`src/hdl/cache_dma_pkg.sv`:
```
`default_nettype none

package cache_dma_pkg;

  // byte address seen by the cache DMA port
  localparam int dma_addr_width = 28;

  // data beats per block transfer
  localparam int burst_len = 4;

  // width of one data beat
  localparam int dma_data_width = 32;

  // one mask bit per beat
  localparam int dma_mask_width = 4;

  // counter width for walking the beats of a burst
  localparam int beat_width = $clog2(burst_len);

  // request issued by the cache for a writeback or a fill
  typedef struct packed {
    logic                      write_not_read;
    logic [dma_addr_width-1:0] addr;
    logic [dma_mask_width-1:0] mask;
  } dma_pkt_s;

endpackage

`default_nettype wire

```
`src/hdl/wormhole_pkg.sv`:
```
`default_nettype none

package wormhole_pkg;

  localparam int flit_width = 32;
  localparam int cord_width = 5;
  localparam int cid_width  = 2;
  localparam int len_width  = 4;

  typedef logic [flit_width-1:0] flit_t;

  typedef enum logic [1:0] {
    wh_read,
    wh_write_full,
    wh_write_masked,
    wh_read_resp
  } wh_opcode_e;

  // destination fields sit in the low bits, len counts flits after the header
  typedef struct packed {
    logic [flit_width-2-cid_width-cord_width-len_width-cid_width-cord_width-1:0] unused;
    wh_opcode_e            opcode;
    logic [cid_width-1:0]  src_cid;
    logic [cord_width-1:0] src_cord;
    logic [len_width-1:0]  len;
    logic [cid_width-1:0]  cid;
    logic [cord_width-1:0] cord;
  } wh_header_s;

  // fixed node addresses on the link
  localparam logic [cord_width-1:0] cache_cord = 5'd1;
  localparam logic [cid_width-1:0]  cache_cid  = 2'd0;
  localparam logic [cord_width-1:0] mem_cord   = 5'd2;
  localparam logic [cid_width-1:0]  mem_cid    = 2'd1;

  // memory node storage
  localparam int mem_words = 64;
  localparam int mem_index_width = $clog2(mem_words);

endpackage

`default_nettype wire

```
`src/hdl/two_slot_fifo.sv`:
```
`timescale 1ns/1ps
`default_nettype none

module two_slot_fifo #(
  parameter type payload_t = logic
) (
  input  wire        clk_i,
  input  wire        reset_i,

  input  wire        v_i,
  input  wire payload_t data_i,
  output logic       ready_o,

  output logic       v_o,
  output payload_t   data_o,
  input  wire        yumi_i
);

  payload_t slot_mem [2];
  logic [1:0] full_r;
  logic       wr_ptr_r;
  logic       rd_ptr_r;
  logic       enq;
  logic       deq;

  // a slot can be filled while the other one drains, so no bubbles
  assign ready_o = ~full_r[wr_ptr_r];
  assign v_o     = full_r[rd_ptr_r];
  assign data_o  = slot_mem[rd_ptr_r];

  assign enq = v_i & ready_o;
  assign deq = yumi_i & v_o;

  always_ff @(posedge clk_i) begin
    if (reset_i) begin
      full_r   <= 2'b00;
      wr_ptr_r <= 1'b0;
      rd_ptr_r <= 1'b0;
    end else begin
      // enq and deq never target the same slot in one cycle
      if (enq) begin
        full_r[wr_ptr_r] <= 1'b1;
        wr_ptr_r         <= ~wr_ptr_r;
      end
      if (deq) begin
        full_r[rd_ptr_r] <= 1'b0;
        rd_ptr_r         <= ~rd_ptr_r;
      end
    end
  end

  always_ff @(posedge clk_i) begin
    if (enq) begin
      slot_mem[wr_ptr_r] <= data_i;
    end
  end

endmodule

`default_nettype wire

```
`src/hdl/dma_to_wormhole.sv`:
```
`timescale 1ns/1ps
`default_nettype none

module dma_to_wormhole
  import cache_dma_pkg::*;
  import wormhole_pkg::*;
(
  input  wire                       clk_i,
  input  wire                       reset_i,

  input  wire dma_pkt_s             dma_pkt_i,
  input  wire                       dma_pkt_v_i,
  output logic                      dma_pkt_yumi_o,

  input  wire [dma_data_width-1:0]  dma_data_i,
  input  wire                       dma_data_v_i,
  output logic                      dma_data_yumi_o,

  output logic [dma_data_width-1:0] dma_data_o,
  output logic                      dma_data_v_o,
  input  wire                       dma_data_ready_i,

  output logic                      req_v_o,
  output flit_t                     req_data_o,
  input  wire                       req_ready_i,

  input  wire                       rsp_v_i,
  input  wire flit_t                rsp_data_i,
  output logic                      rsp_ready_o
);

  if (flit_width < dma_addr_width) begin : g_addr_fits
    $error("flit width %0d cannot carry a %0d bit address", flit_width, dma_addr_width);
  end
  if ((burst_len + 2) >= (1 << len_width)) begin : g_len_fits
    $error("len width %0d cannot hold burst length %0d plus 2", len_width, burst_len);
  end

  // packet queue, keeps a fill waiting behind a writeback
  logic     pkt_ready;
  logic     pkt_v;
  logic     pkt_yumi;
  dma_pkt_s pkt;

  two_slot_fifo #(
    .payload_t(dma_pkt_s)
  ) pkt_queue (
    .clk_i  (clk_i),
    .reset_i(reset_i),
    .v_i    (dma_pkt_v_i),
    .data_i (dma_pkt_i),
    .ready_o(pkt_ready),
    .v_o    (pkt_v),
    .data_o (pkt),
    .yumi_i (pkt_yumi)
  );

  assign dma_pkt_yumi_o = pkt_ready & dma_pkt_v_i;

  // return buffer on the response direction
  logic  ret_v;
  logic  ret_ready;
  logic  ret_yumi;
  flit_t ret_data;

  two_slot_fifo #(
    .payload_t(flit_t)
  ) return_buffer (
    .clk_i  (clk_i),
    .reset_i(reset_i),
    .v_i    (rsp_v_i),
    .data_i (rsp_data_i),
    .ready_o(rsp_ready_o),
    .v_o    (ret_v),
    .data_o (ret_data),
    .yumi_i (ret_yumi)
  );

  assign ret_yumi = ret_ready & ret_v;

  typedef enum logic [2:0] {
    send_reset,
    send_header,
    send_addr,
    send_mask,
    send_data
  } send_state_e;

  typedef enum logic [1:0] {
    recv_reset,
    recv_header,
    recv_data
  } recv_state_e;

  send_state_e send_state_r, send_state_n;
  recv_state_e recv_state_r, recv_state_n;

  logic [beat_width-1:0] send_cnt_r;
  logic [beat_width-1:0] recv_cnt_r;
  logic send_up, send_last;
  logic recv_up, recv_last;
  logic mask_all_one;
  wh_header_s header;

  assign mask_all_one = &pkt.mask;

  always_comb begin
    header          = '0;
    header.src_cid  = cache_cid;
    header.src_cord = cache_cord;
    header.cid      = mem_cid;
    header.cord     = mem_cord;
    if (!pkt.write_not_read) begin
      header.opcode = wh_read;
      header.len    = len_width'(1);
    end else if (mask_all_one) begin
      header.opcode = wh_write_full;
      header.len    = len_width'(burst_len + 1);
    end else begin
      header.opcode = wh_write_masked;
      header.len    = len_width'(burst_len + 2);
    end
  end

  // send FSM
  always_comb begin
    send_state_n    = send_state_r;
    req_v_o         = 1'b0;
    req_data_o      = dma_data_i;
    dma_data_yumi_o = 1'b0;
    pkt_yumi        = 1'b0;
    send_up         = 1'b0;
    send_last       = (send_cnt_r == beat_width'(burst_len - 1));
    case (send_state_r)
      send_reset: send_state_n = send_header;
      send_header: begin
        req_data_o = header;
        req_v_o    = pkt_v;
        if (pkt_v && req_ready_i) send_state_n = send_addr;
      end
      send_addr: begin
        req_data_o = flit_t'(pkt.addr);
        req_v_o    = pkt_v;
        if (pkt_v && req_ready_i) begin
          // a masked write keeps its packet until the mask flit is out
          pkt_yumi = ~pkt.write_not_read | mask_all_one;
          if (!pkt.write_not_read) send_state_n = send_header;
          else send_state_n = mask_all_one ? send_data : send_mask;
        end
      end
      send_mask: begin
        req_data_o = flit_t'(pkt.mask);
        req_v_o    = pkt_v;
        if (pkt_v && req_ready_i) begin
          pkt_yumi     = 1'b1;
          send_state_n = send_data;
        end
      end
      send_data: begin
        req_v_o         = dma_data_v_i;
        dma_data_yumi_o = dma_data_v_i & req_ready_i;
        send_up         = dma_data_yumi_o;
        if (dma_data_yumi_o && send_last) send_state_n = send_header;
      end
      default: send_state_n = send_header;
    endcase
  end

  // receive FSM, the return header is dropped
  always_comb begin
    recv_state_n = recv_state_r;
    ret_ready    = 1'b0;
    dma_data_v_o = 1'b0;
    dma_data_o   = ret_data;
    recv_up      = 1'b0;
    recv_last    = (recv_cnt_r == beat_width'(burst_len - 1));
    case (recv_state_r)
      recv_reset: recv_state_n = recv_header;
      recv_header: begin
        ret_ready = 1'b1;
        if (ret_v) recv_state_n = recv_data;
      end
      recv_data: begin
        ret_ready    = dma_data_ready_i;
        dma_data_v_o = ret_v;
        recv_up      = ret_yumi;
        if (ret_yumi && recv_last) recv_state_n = recv_header;
      end
      default: recv_state_n = recv_header;
    endcase
  end

  always_ff @(posedge clk_i) begin
    if (reset_i) begin
      send_state_r <= send_reset;
      recv_state_r <= recv_reset;
      send_cnt_r   <= '0;
      recv_cnt_r   <= '0;
    end else begin
      send_state_r <= send_state_n;
      recv_state_r <= recv_state_n;
      // beat counters wrap back to zero after the last beat
      if (send_up) send_cnt_r <= send_last ? '0 : send_cnt_r + 1'b1;
      if (recv_up) recv_cnt_r <= recv_last ? '0 : recv_cnt_r + 1'b1;
    end
  end

endmodule

`default_nettype wire

```
`src/hdl/wormhole_mem_endpoint.sv`:
```
`timescale 1ns/1ps
`default_nettype none

module wormhole_mem_endpoint
  import cache_dma_pkg::*;
  import wormhole_pkg::*;
(
  input  wire        clk_i,
  input  wire        reset_i,

  input  wire        req_v_i,
  input  wire flit_t req_data_i,
  output logic       req_ready_o,

  output logic       rsp_v_o,
  output flit_t      rsp_data_o,
  input  wire        rsp_ready_i
);

  typedef enum logic [2:0] {
    ep_clear,
    ep_header,
    ep_addr,
    ep_mask,
    ep_write,
    ep_resp_header,
    ep_resp_data
  } ep_state_e;

  ep_state_e state_r, state_n;

  logic [flit_width-1:0]      mem [mem_words];
  logic [mem_index_width-1:0] clear_cnt_r;
  logic [mem_index_width-1:0] base_r;
  logic [mem_index_width-1:0] word_index;
  logic [beat_width-1:0]      beat_r;
  logic [dma_mask_width-1:0]  mask_r;
  logic [cord_width-1:0]      src_cord_r;
  logic [cid_width-1:0]       src_cid_r;
  wh_opcode_e                 opcode_r;
  wh_header_s                 req_header;
  wh_header_s                 resp_header;
  logic beat_up;
  logic beat_last;
  logic wr_en;

  assign req_header = req_data_i;
  assign word_index = base_r + mem_index_width'(beat_r);
  assign beat_last  = (beat_r == beat_width'(burst_len - 1));
  assign wr_en      = (state_r == ep_write) & req_v_i & mask_r[beat_r];

  always_comb begin
    resp_header          = '0;
    resp_header.opcode   = wh_read_resp;
    resp_header.src_cid  = mem_cid;
    resp_header.src_cord = mem_cord;
    resp_header.len      = len_width'(burst_len);
    resp_header.cid      = src_cid_r;
    resp_header.cord     = src_cord_r;
  end

  always_comb begin
    state_n     = state_r;
    req_ready_o = 1'b0;
    rsp_v_o     = 1'b0;
    rsp_data_o  = mem[word_index];
    beat_up     = 1'b0;
    case (state_r)
      // requests wait until every word has been zeroed
      ep_clear: if (clear_cnt_r == mem_index_width'(mem_words - 1)) state_n = ep_header;
      ep_header: begin
        req_ready_o = 1'b1;
        if (req_v_i) state_n = ep_addr;
      end
      ep_addr: begin
        req_ready_o = 1'b1;
        if (req_v_i) begin
          case (opcode_r)
            wh_write_full:   state_n = ep_write;
            wh_write_masked: state_n = ep_mask;
            default:         state_n = ep_resp_header;
          endcase
        end
      end
      ep_mask: begin
        req_ready_o = 1'b1;
        if (req_v_i) state_n = ep_write;
      end
      ep_write: begin
        req_ready_o = 1'b1;
        beat_up     = req_v_i;
        if (req_v_i && beat_last) state_n = ep_header;
      end
      ep_resp_header: begin
        rsp_v_o    = 1'b1;
        rsp_data_o = resp_header;
        if (rsp_ready_i) state_n = ep_resp_data;
      end
      ep_resp_data: begin
        rsp_v_o = 1'b1;
        beat_up = rsp_ready_i;
        if (rsp_ready_i && beat_last) state_n = ep_header;
      end
      default: state_n = ep_header;
    endcase
  end

  always_ff @(posedge clk_i) begin
    if (reset_i) begin
      state_r     <= ep_clear;
      clear_cnt_r <= '0;
      beat_r      <= '0;
    end else begin
      state_r <= state_n;
      if (state_r == ep_clear) clear_cnt_r <= clear_cnt_r + 1'b1;
      if (beat_up) beat_r <= beat_last ? '0 : beat_r + 1'b1;
    end
  end

  // request fields captured as they arrive
  always_ff @(posedge clk_i) begin
    if (state_r == ep_header && req_v_i) begin
      opcode_r   <= req_header.opcode;
      src_cord_r <= req_header.src_cord;
      src_cid_r  <= req_header.src_cid;
    end
    if (state_r == ep_addr && req_v_i) begin
      // byte address to word index
      base_r <= req_data_i[mem_index_width+1:2];
      mask_r <= '1;
    end
    if (state_r == ep_mask && req_v_i) mask_r <= req_data_i[dma_mask_width-1:0];
  end

  always_ff @(posedge clk_i) begin
    if (state_r == ep_clear) mem[clear_cnt_r] <= '0;
    else if (wr_en) mem[word_index] <= req_data_i;
  end

endmodule

`default_nettype wire

```
`src/hdl/dma_wormhole_top.sv`:
```
`timescale 1ns/1ps
`default_nettype none

module dma_wormhole_top
  import cache_dma_pkg::*;
  import wormhole_pkg::*;
(
  input  wire                       clk_i,
  input  wire                       reset_i,

  input  wire dma_pkt_s             dma_pkt_i,
  input  wire                       dma_pkt_v_i,
  output logic                      dma_pkt_yumi_o,

  input  wire [dma_data_width-1:0]  dma_data_i,
  input  wire                       dma_data_v_i,
  output logic                      dma_data_yumi_o,

  output logic [dma_data_width-1:0] dma_data_o,
  output logic                      dma_data_v_o,
  input  wire                       dma_data_ready_i
);

  // request and response directions of the link
  logic  req_v;
  flit_t req_data;
  logic  req_ready;
  logic  rsp_v;
  flit_t rsp_data;
  logic  rsp_ready;

  dma_to_wormhole bridge (
    .clk_i           (clk_i),
    .reset_i         (reset_i),
    .dma_pkt_i       (dma_pkt_i),
    .dma_pkt_v_i     (dma_pkt_v_i),
    .dma_pkt_yumi_o  (dma_pkt_yumi_o),
    .dma_data_i      (dma_data_i),
    .dma_data_v_i    (dma_data_v_i),
    .dma_data_yumi_o (dma_data_yumi_o),
    .dma_data_o      (dma_data_o),
    .dma_data_v_o    (dma_data_v_o),
    .dma_data_ready_i(dma_data_ready_i),
    .req_v_o         (req_v),
    .req_data_o      (req_data),
    .req_ready_i     (req_ready),
    .rsp_v_i         (rsp_v),
    .rsp_data_i      (rsp_data),
    .rsp_ready_o     (rsp_ready)
  );

  wormhole_mem_endpoint mem_node (
    .clk_i      (clk_i),
    .reset_i    (reset_i),
    .req_v_i    (req_v),
    .req_data_i (req_data),
    .req_ready_o(req_ready),
    .rsp_v_o    (rsp_v),
    .rsp_data_o (rsp_data),
    .rsp_ready_i(rsp_ready)
  );

endmodule

`default_nettype wire

```
`config.mk`:
```
export PLATFORM = sky130hd
export DESIGN_NAME = dma_wormhole_top
export DESIGN_NICKNAME = d
export VERILOG_FILES = /design/src/hdl/cache_dma_pkg.sv /design/src/hdl/wormhole_pkg.sv /design/src/hdl/two_slot_fifo.sv /design/src/hdl/dma_to_wormhole.sv /design/src/hdl/wormhole_mem_endpoint.sv /design/src/hdl/dma_wormhole_top.sv
export SDC_FILE = /design/constraint.sdc
export NUM_CORES = 2
export LEC_CHECK = 0
export BUFFER_PORTS_ARGS = -buffer_cell sky130_fd_sc_hd__buf_2
export CAP_MARGIN = 10
export CORE_MARGIN = 4
export CORE_UTILIZATION = 65
export DETAILED_ROUTE_END_ITERATION = 16
export PLACE_DENSITY = 0.82
export SYNTH_ARGS = -nofsm -noshare
export SYNTH_HDL_FRONTEND = slang
export SYNTH_HIERARCHICAL = 1
export SYNTH_SLANG_ARGS = --single-unit
```
`constraint.sdc`:
```
create_clock -name clk_i -period 9.64 [get_ports clk_i]
set_clock_uncertainty 0.05 [all_clocks]
set_input_delay 1.928 -clock clk_i [delete_from_list [all_inputs] [get_ports clk_i]]
set_output_delay 1.928 -clock clk_i [all_outputs]
set_load 0.02 [all_outputs]
```
==> reports/metrics.yaml <==
port_buffers: 104
fp.dieH_um: 373
path_cells: "ha_4, fa_4, buf_4, buf_4, mux4_2, nand2_1, a31oi_1, nand3_1, o21ai_0"
ys_top_cells_by_area: "edfxtp_1, mux4_2, nand2_1, mux2_4, nand3_1"
path_max_fanout: 49
setup_viol: 0
finalHoldViolations: 0
antenna_found_initial: 18
num_io_pins: 105
relSlewSlack: 0.176
timing_max_transition_violations_final: 0
syn-num-nets: 4318
area_delta_synth_final_pct: 10.9
power.density_mw_per_mm2: 210
yosys.area.top_type: "edfxtp_1"
cts_setup_buffers: 0
synth_edf_count: 2197
power_w: 0.0201
gp_congestion: 0.888
p_seq_frac: 0.542
final.fill_count: 6839
ant_nets: 0
seq_area_frac_synth: 0.769
synth_commonest_cells: "edfxtp_1, mux4_2, nand2_1"
ys_async_sr_fraction: 0
cts_resized: 0
synthCells: 4239
insertion_delay_ps: 850
cts_buffer_depth: 3
synth.most_common_cell: "edfxtp_1"
vias: 46386
cts_made_buffers: 205
yosys_register_bits: 2227
synth_top_area_share: 0.762
criticalPathCategory: "register to register"
num_rows: 133
finalSetupTns_ps: 0
comb_power_share: 0.059
grt_pass1_vias: 46108
hold_path.class: "register to register"
path_common_cell: "buf_4"
startpoint_type: "register"
cts-root-buf: "clkbuf_16"
first_pass_iters: 8
clock-sinks: 2227
critPathArrivalTime_ps: 6140
required_ps: 10200
via_per_inst: 7.33
internal_power_w: 0.0156
overflow: 0
crit_path_top_delay_cell: "fa_4"
wl_per_cell_um: 38.1
drcViolationCount: 0
synth.avg_cell_area_um2: 20.4
clkPwrFrac: 0.399
wl_um: 241000
cts.clk_slew.worst_paths_ps: 60
cts_tree: "done"
die_x_um: 373
yosysWarnings: 6
finalCritPeriodShare: 0.578
rsz0062_at_grt: "false"
p_sw_frac: 0.223
total_leakage_power_nw: 34.4
ys_types: 72
fin_nets: 4474
grt_pass1_wl_um: 344000
drv_cap: 0
tightest_slew_ps: 1230
ys.flop_type: "edfxtp_1"
dieArea_mm2: 0.139
cpPeakStageDelay_ps: 1360
cts_max_level: 4
grt_max_degree: 124
core_mm2: 0.132
fmax_ghz: 0.179
initial_core_util: 0.656
drive_gt1_frac: 0.257
p_sw_w: 0.00450
end_kind: "register"
synth_area_mm2: 0.0866
finalCriticalPeriod_ps: 5580
irDropWorstVdd_v: 0.000188
globalRouteTotalUtil: 0.350
cts_hold_buf: 0
status: "completed"
drtIter0Drc: 7705
dp_hpwl_um: 130000
-- cell usage in the layout (no fill, tap or decap), types with 12 or more instances in the layout --
cell type / instances
mux2i_1: 51
nor2_4: 66
buf_2: 105
buf_4: 68
and3_1: 14
mux2_4: 60
inv_1: 12
nor2_1: 34
a21oi_1: 33
and2_4: 15
a32oi_1: 35
bufinv_16: 19
a22o_1: 17
mux4_2: 506
nand4_1: 30
dfxtp_1: 28
clkinv_2: 35
a31oi_1: 38
nand3_1: 175
edfxtp_1: 2197
clkinv_1: 53
clkbuf_1: 42
and2_2: 17
o21ai_0: 33
clkbuf_16: 209
nand2_1: 476
-- final timing paths --
check / endpoint / from / slack (ps) / cells after the start
setup / recovery: bridge/return_buffer/slot_mem[0][25]$_DFFE_PP_ / mem_node/base_r[0]$_DFFE_PP_ / 4060 / 9
hold / removal: bridge/recv_cnt_r[0]$_SDFFE_PP0P_ / bridge/recv_cnt_r[0]$_SDFFE_PP0P_ / 430 / 2
setup reg to reg: bridge/return_buffer/slot_mem[0][25]$_DFFE_PP_ / mem_node/base_r[0]$_DFFE_PP_ / 4060 / 9
hold reg to reg: bridge/recv_cnt_r[0]$_SDFFE_PP0P_ / bridge/recv_cnt_r[0]$_SDFFE_PP0P_ / 430 / 2
-- kinds of logic (layout without fill, tap and decap cells) --
family / after synthesis / after routing / synth area share
AO/OA/AOI/OAI: 229 / 229 / 0.0188
XOR/XNOR: 9 / 9 / 0.00108
other: 0 / 8 / 0
buffers and inverters: 246 / 569 / 0.0153
multiplexers: 625 / 625 / 0.149
AND/OR/NAND/NOR: 894 / 894 / 0.0460
adder cells (fa/ha/maj): 9 / 9 / 0.00139
flip-flops: 2227 / 2227 / 0.769
-- critical path, delay by kind of cell, from the launching register on --
family / cells / cell delay, ps
flops: 1 / 420
fa+ha+maj: 2 / 1550
simple gates: 2 / 540
buf+inv: 2 / 1280
compound gates: 2 / 1120
mux: 1 / 310
-- state kept, by name, summed over array words and instances, names as in the netlist, named ones only --
| signal | flops |
|---|---|
| bridge/return_buffer/full_r | 2 |
| bridge/send_cnt_r | 2 |
| bridge/pkt_queue/wr_ptr_r | 1 |
| bridge/recv_cnt_r | 2 |
| mem_node/src_cid_r | 2 |
| bridge/pkt_queue/rd_ptr_r | 1 |
| bridge/pkt_queue/full_r | 2 |
| bridge/return_buffer/slot_mem | 64 |
| bridge/pkt_queue/slot_mem | 66 |
| mem_node/base_r | 6 |
| mem_node/clear_cnt_r | 6 |
| bridge/send_state_r | 3 |
| bridge/recv_state_r | 2 |
| bridge/return_buffer/wr_ptr_r | 1 |
| mem_node/state_r | 3 |
| mem_node/src_cord_r | 5 |
| mem_node/mem | 2048 |
| mem_node/mask_r | 4 |
| mem_node/opcode_r | 2 |
| mem_node/beat_r | 2 |
| bridge/return_buffer/rd_ptr_r | 1 |
-- routing by layer --
metal  vias up  GRT usage  wire, µm
met5         -          0       144
met4        20      0.200     17700
met3       857      0.108     34400
met2      4254      0.541    114000
met1     23628      0.449     74800
li1      17627          -         -
-- power groups by stage --
stage / Sequential, W / Combinational [W] / Clock [W]
6_report: 0.0109 / 0.00119 / 0.00804
5_1_grt: 0.0109 / 0.00122 / 0.00854
4_1_cts: 0.0109 / 0.00115 / 0.00806
3_5_place_dp: 0.0111 / 0.00113 / 0
3_3_place_gp: 0.0111 / 0.00111 / 0
2_1_floorplan: 0.0110 / 0.000718 / 0
-- stage by stage --
stage | setup slack, ps | hold slack, ps | instance area, µm² | utilization | instances
finish | 4060 | 431 | 96000 | 0.728 | 6325
global route | 4190 | 472 | 96000 | 0.727 | 6318
CTS | 4220 | 433 | 96000 | 0.727 | 6316
detailed placement | 3690 | 426 | 89400 | 0.678 | 5942
global placement | 3840 | 406 | 89400 | 0.678 | 5941
floorplan | 4390 | 399 | 86600 | - | 4239
-- final cells by class --
| class | count | area, µm² | share of cell area |
|---|---|---|---|
| sequential | 2227 | 66600 | 0.693 |
| clock buffer | 251 | 5390 | 0.0561 |
| tap | 1755 | 2200 | 0.0229 |
| antenna | 8 | 20.0 | 0.000209 |
| multi-input combinational | 1766 | 19400 | 0.202 |
| inverter | 12 | 45.0 | 0.000469 |
| timing repair buffer | 183 | 1230 | 0.0128 |
| clock inverter | 123 | 1160 | 0.0121 |
Note: power is estimated with default switching activity, not from simulation.
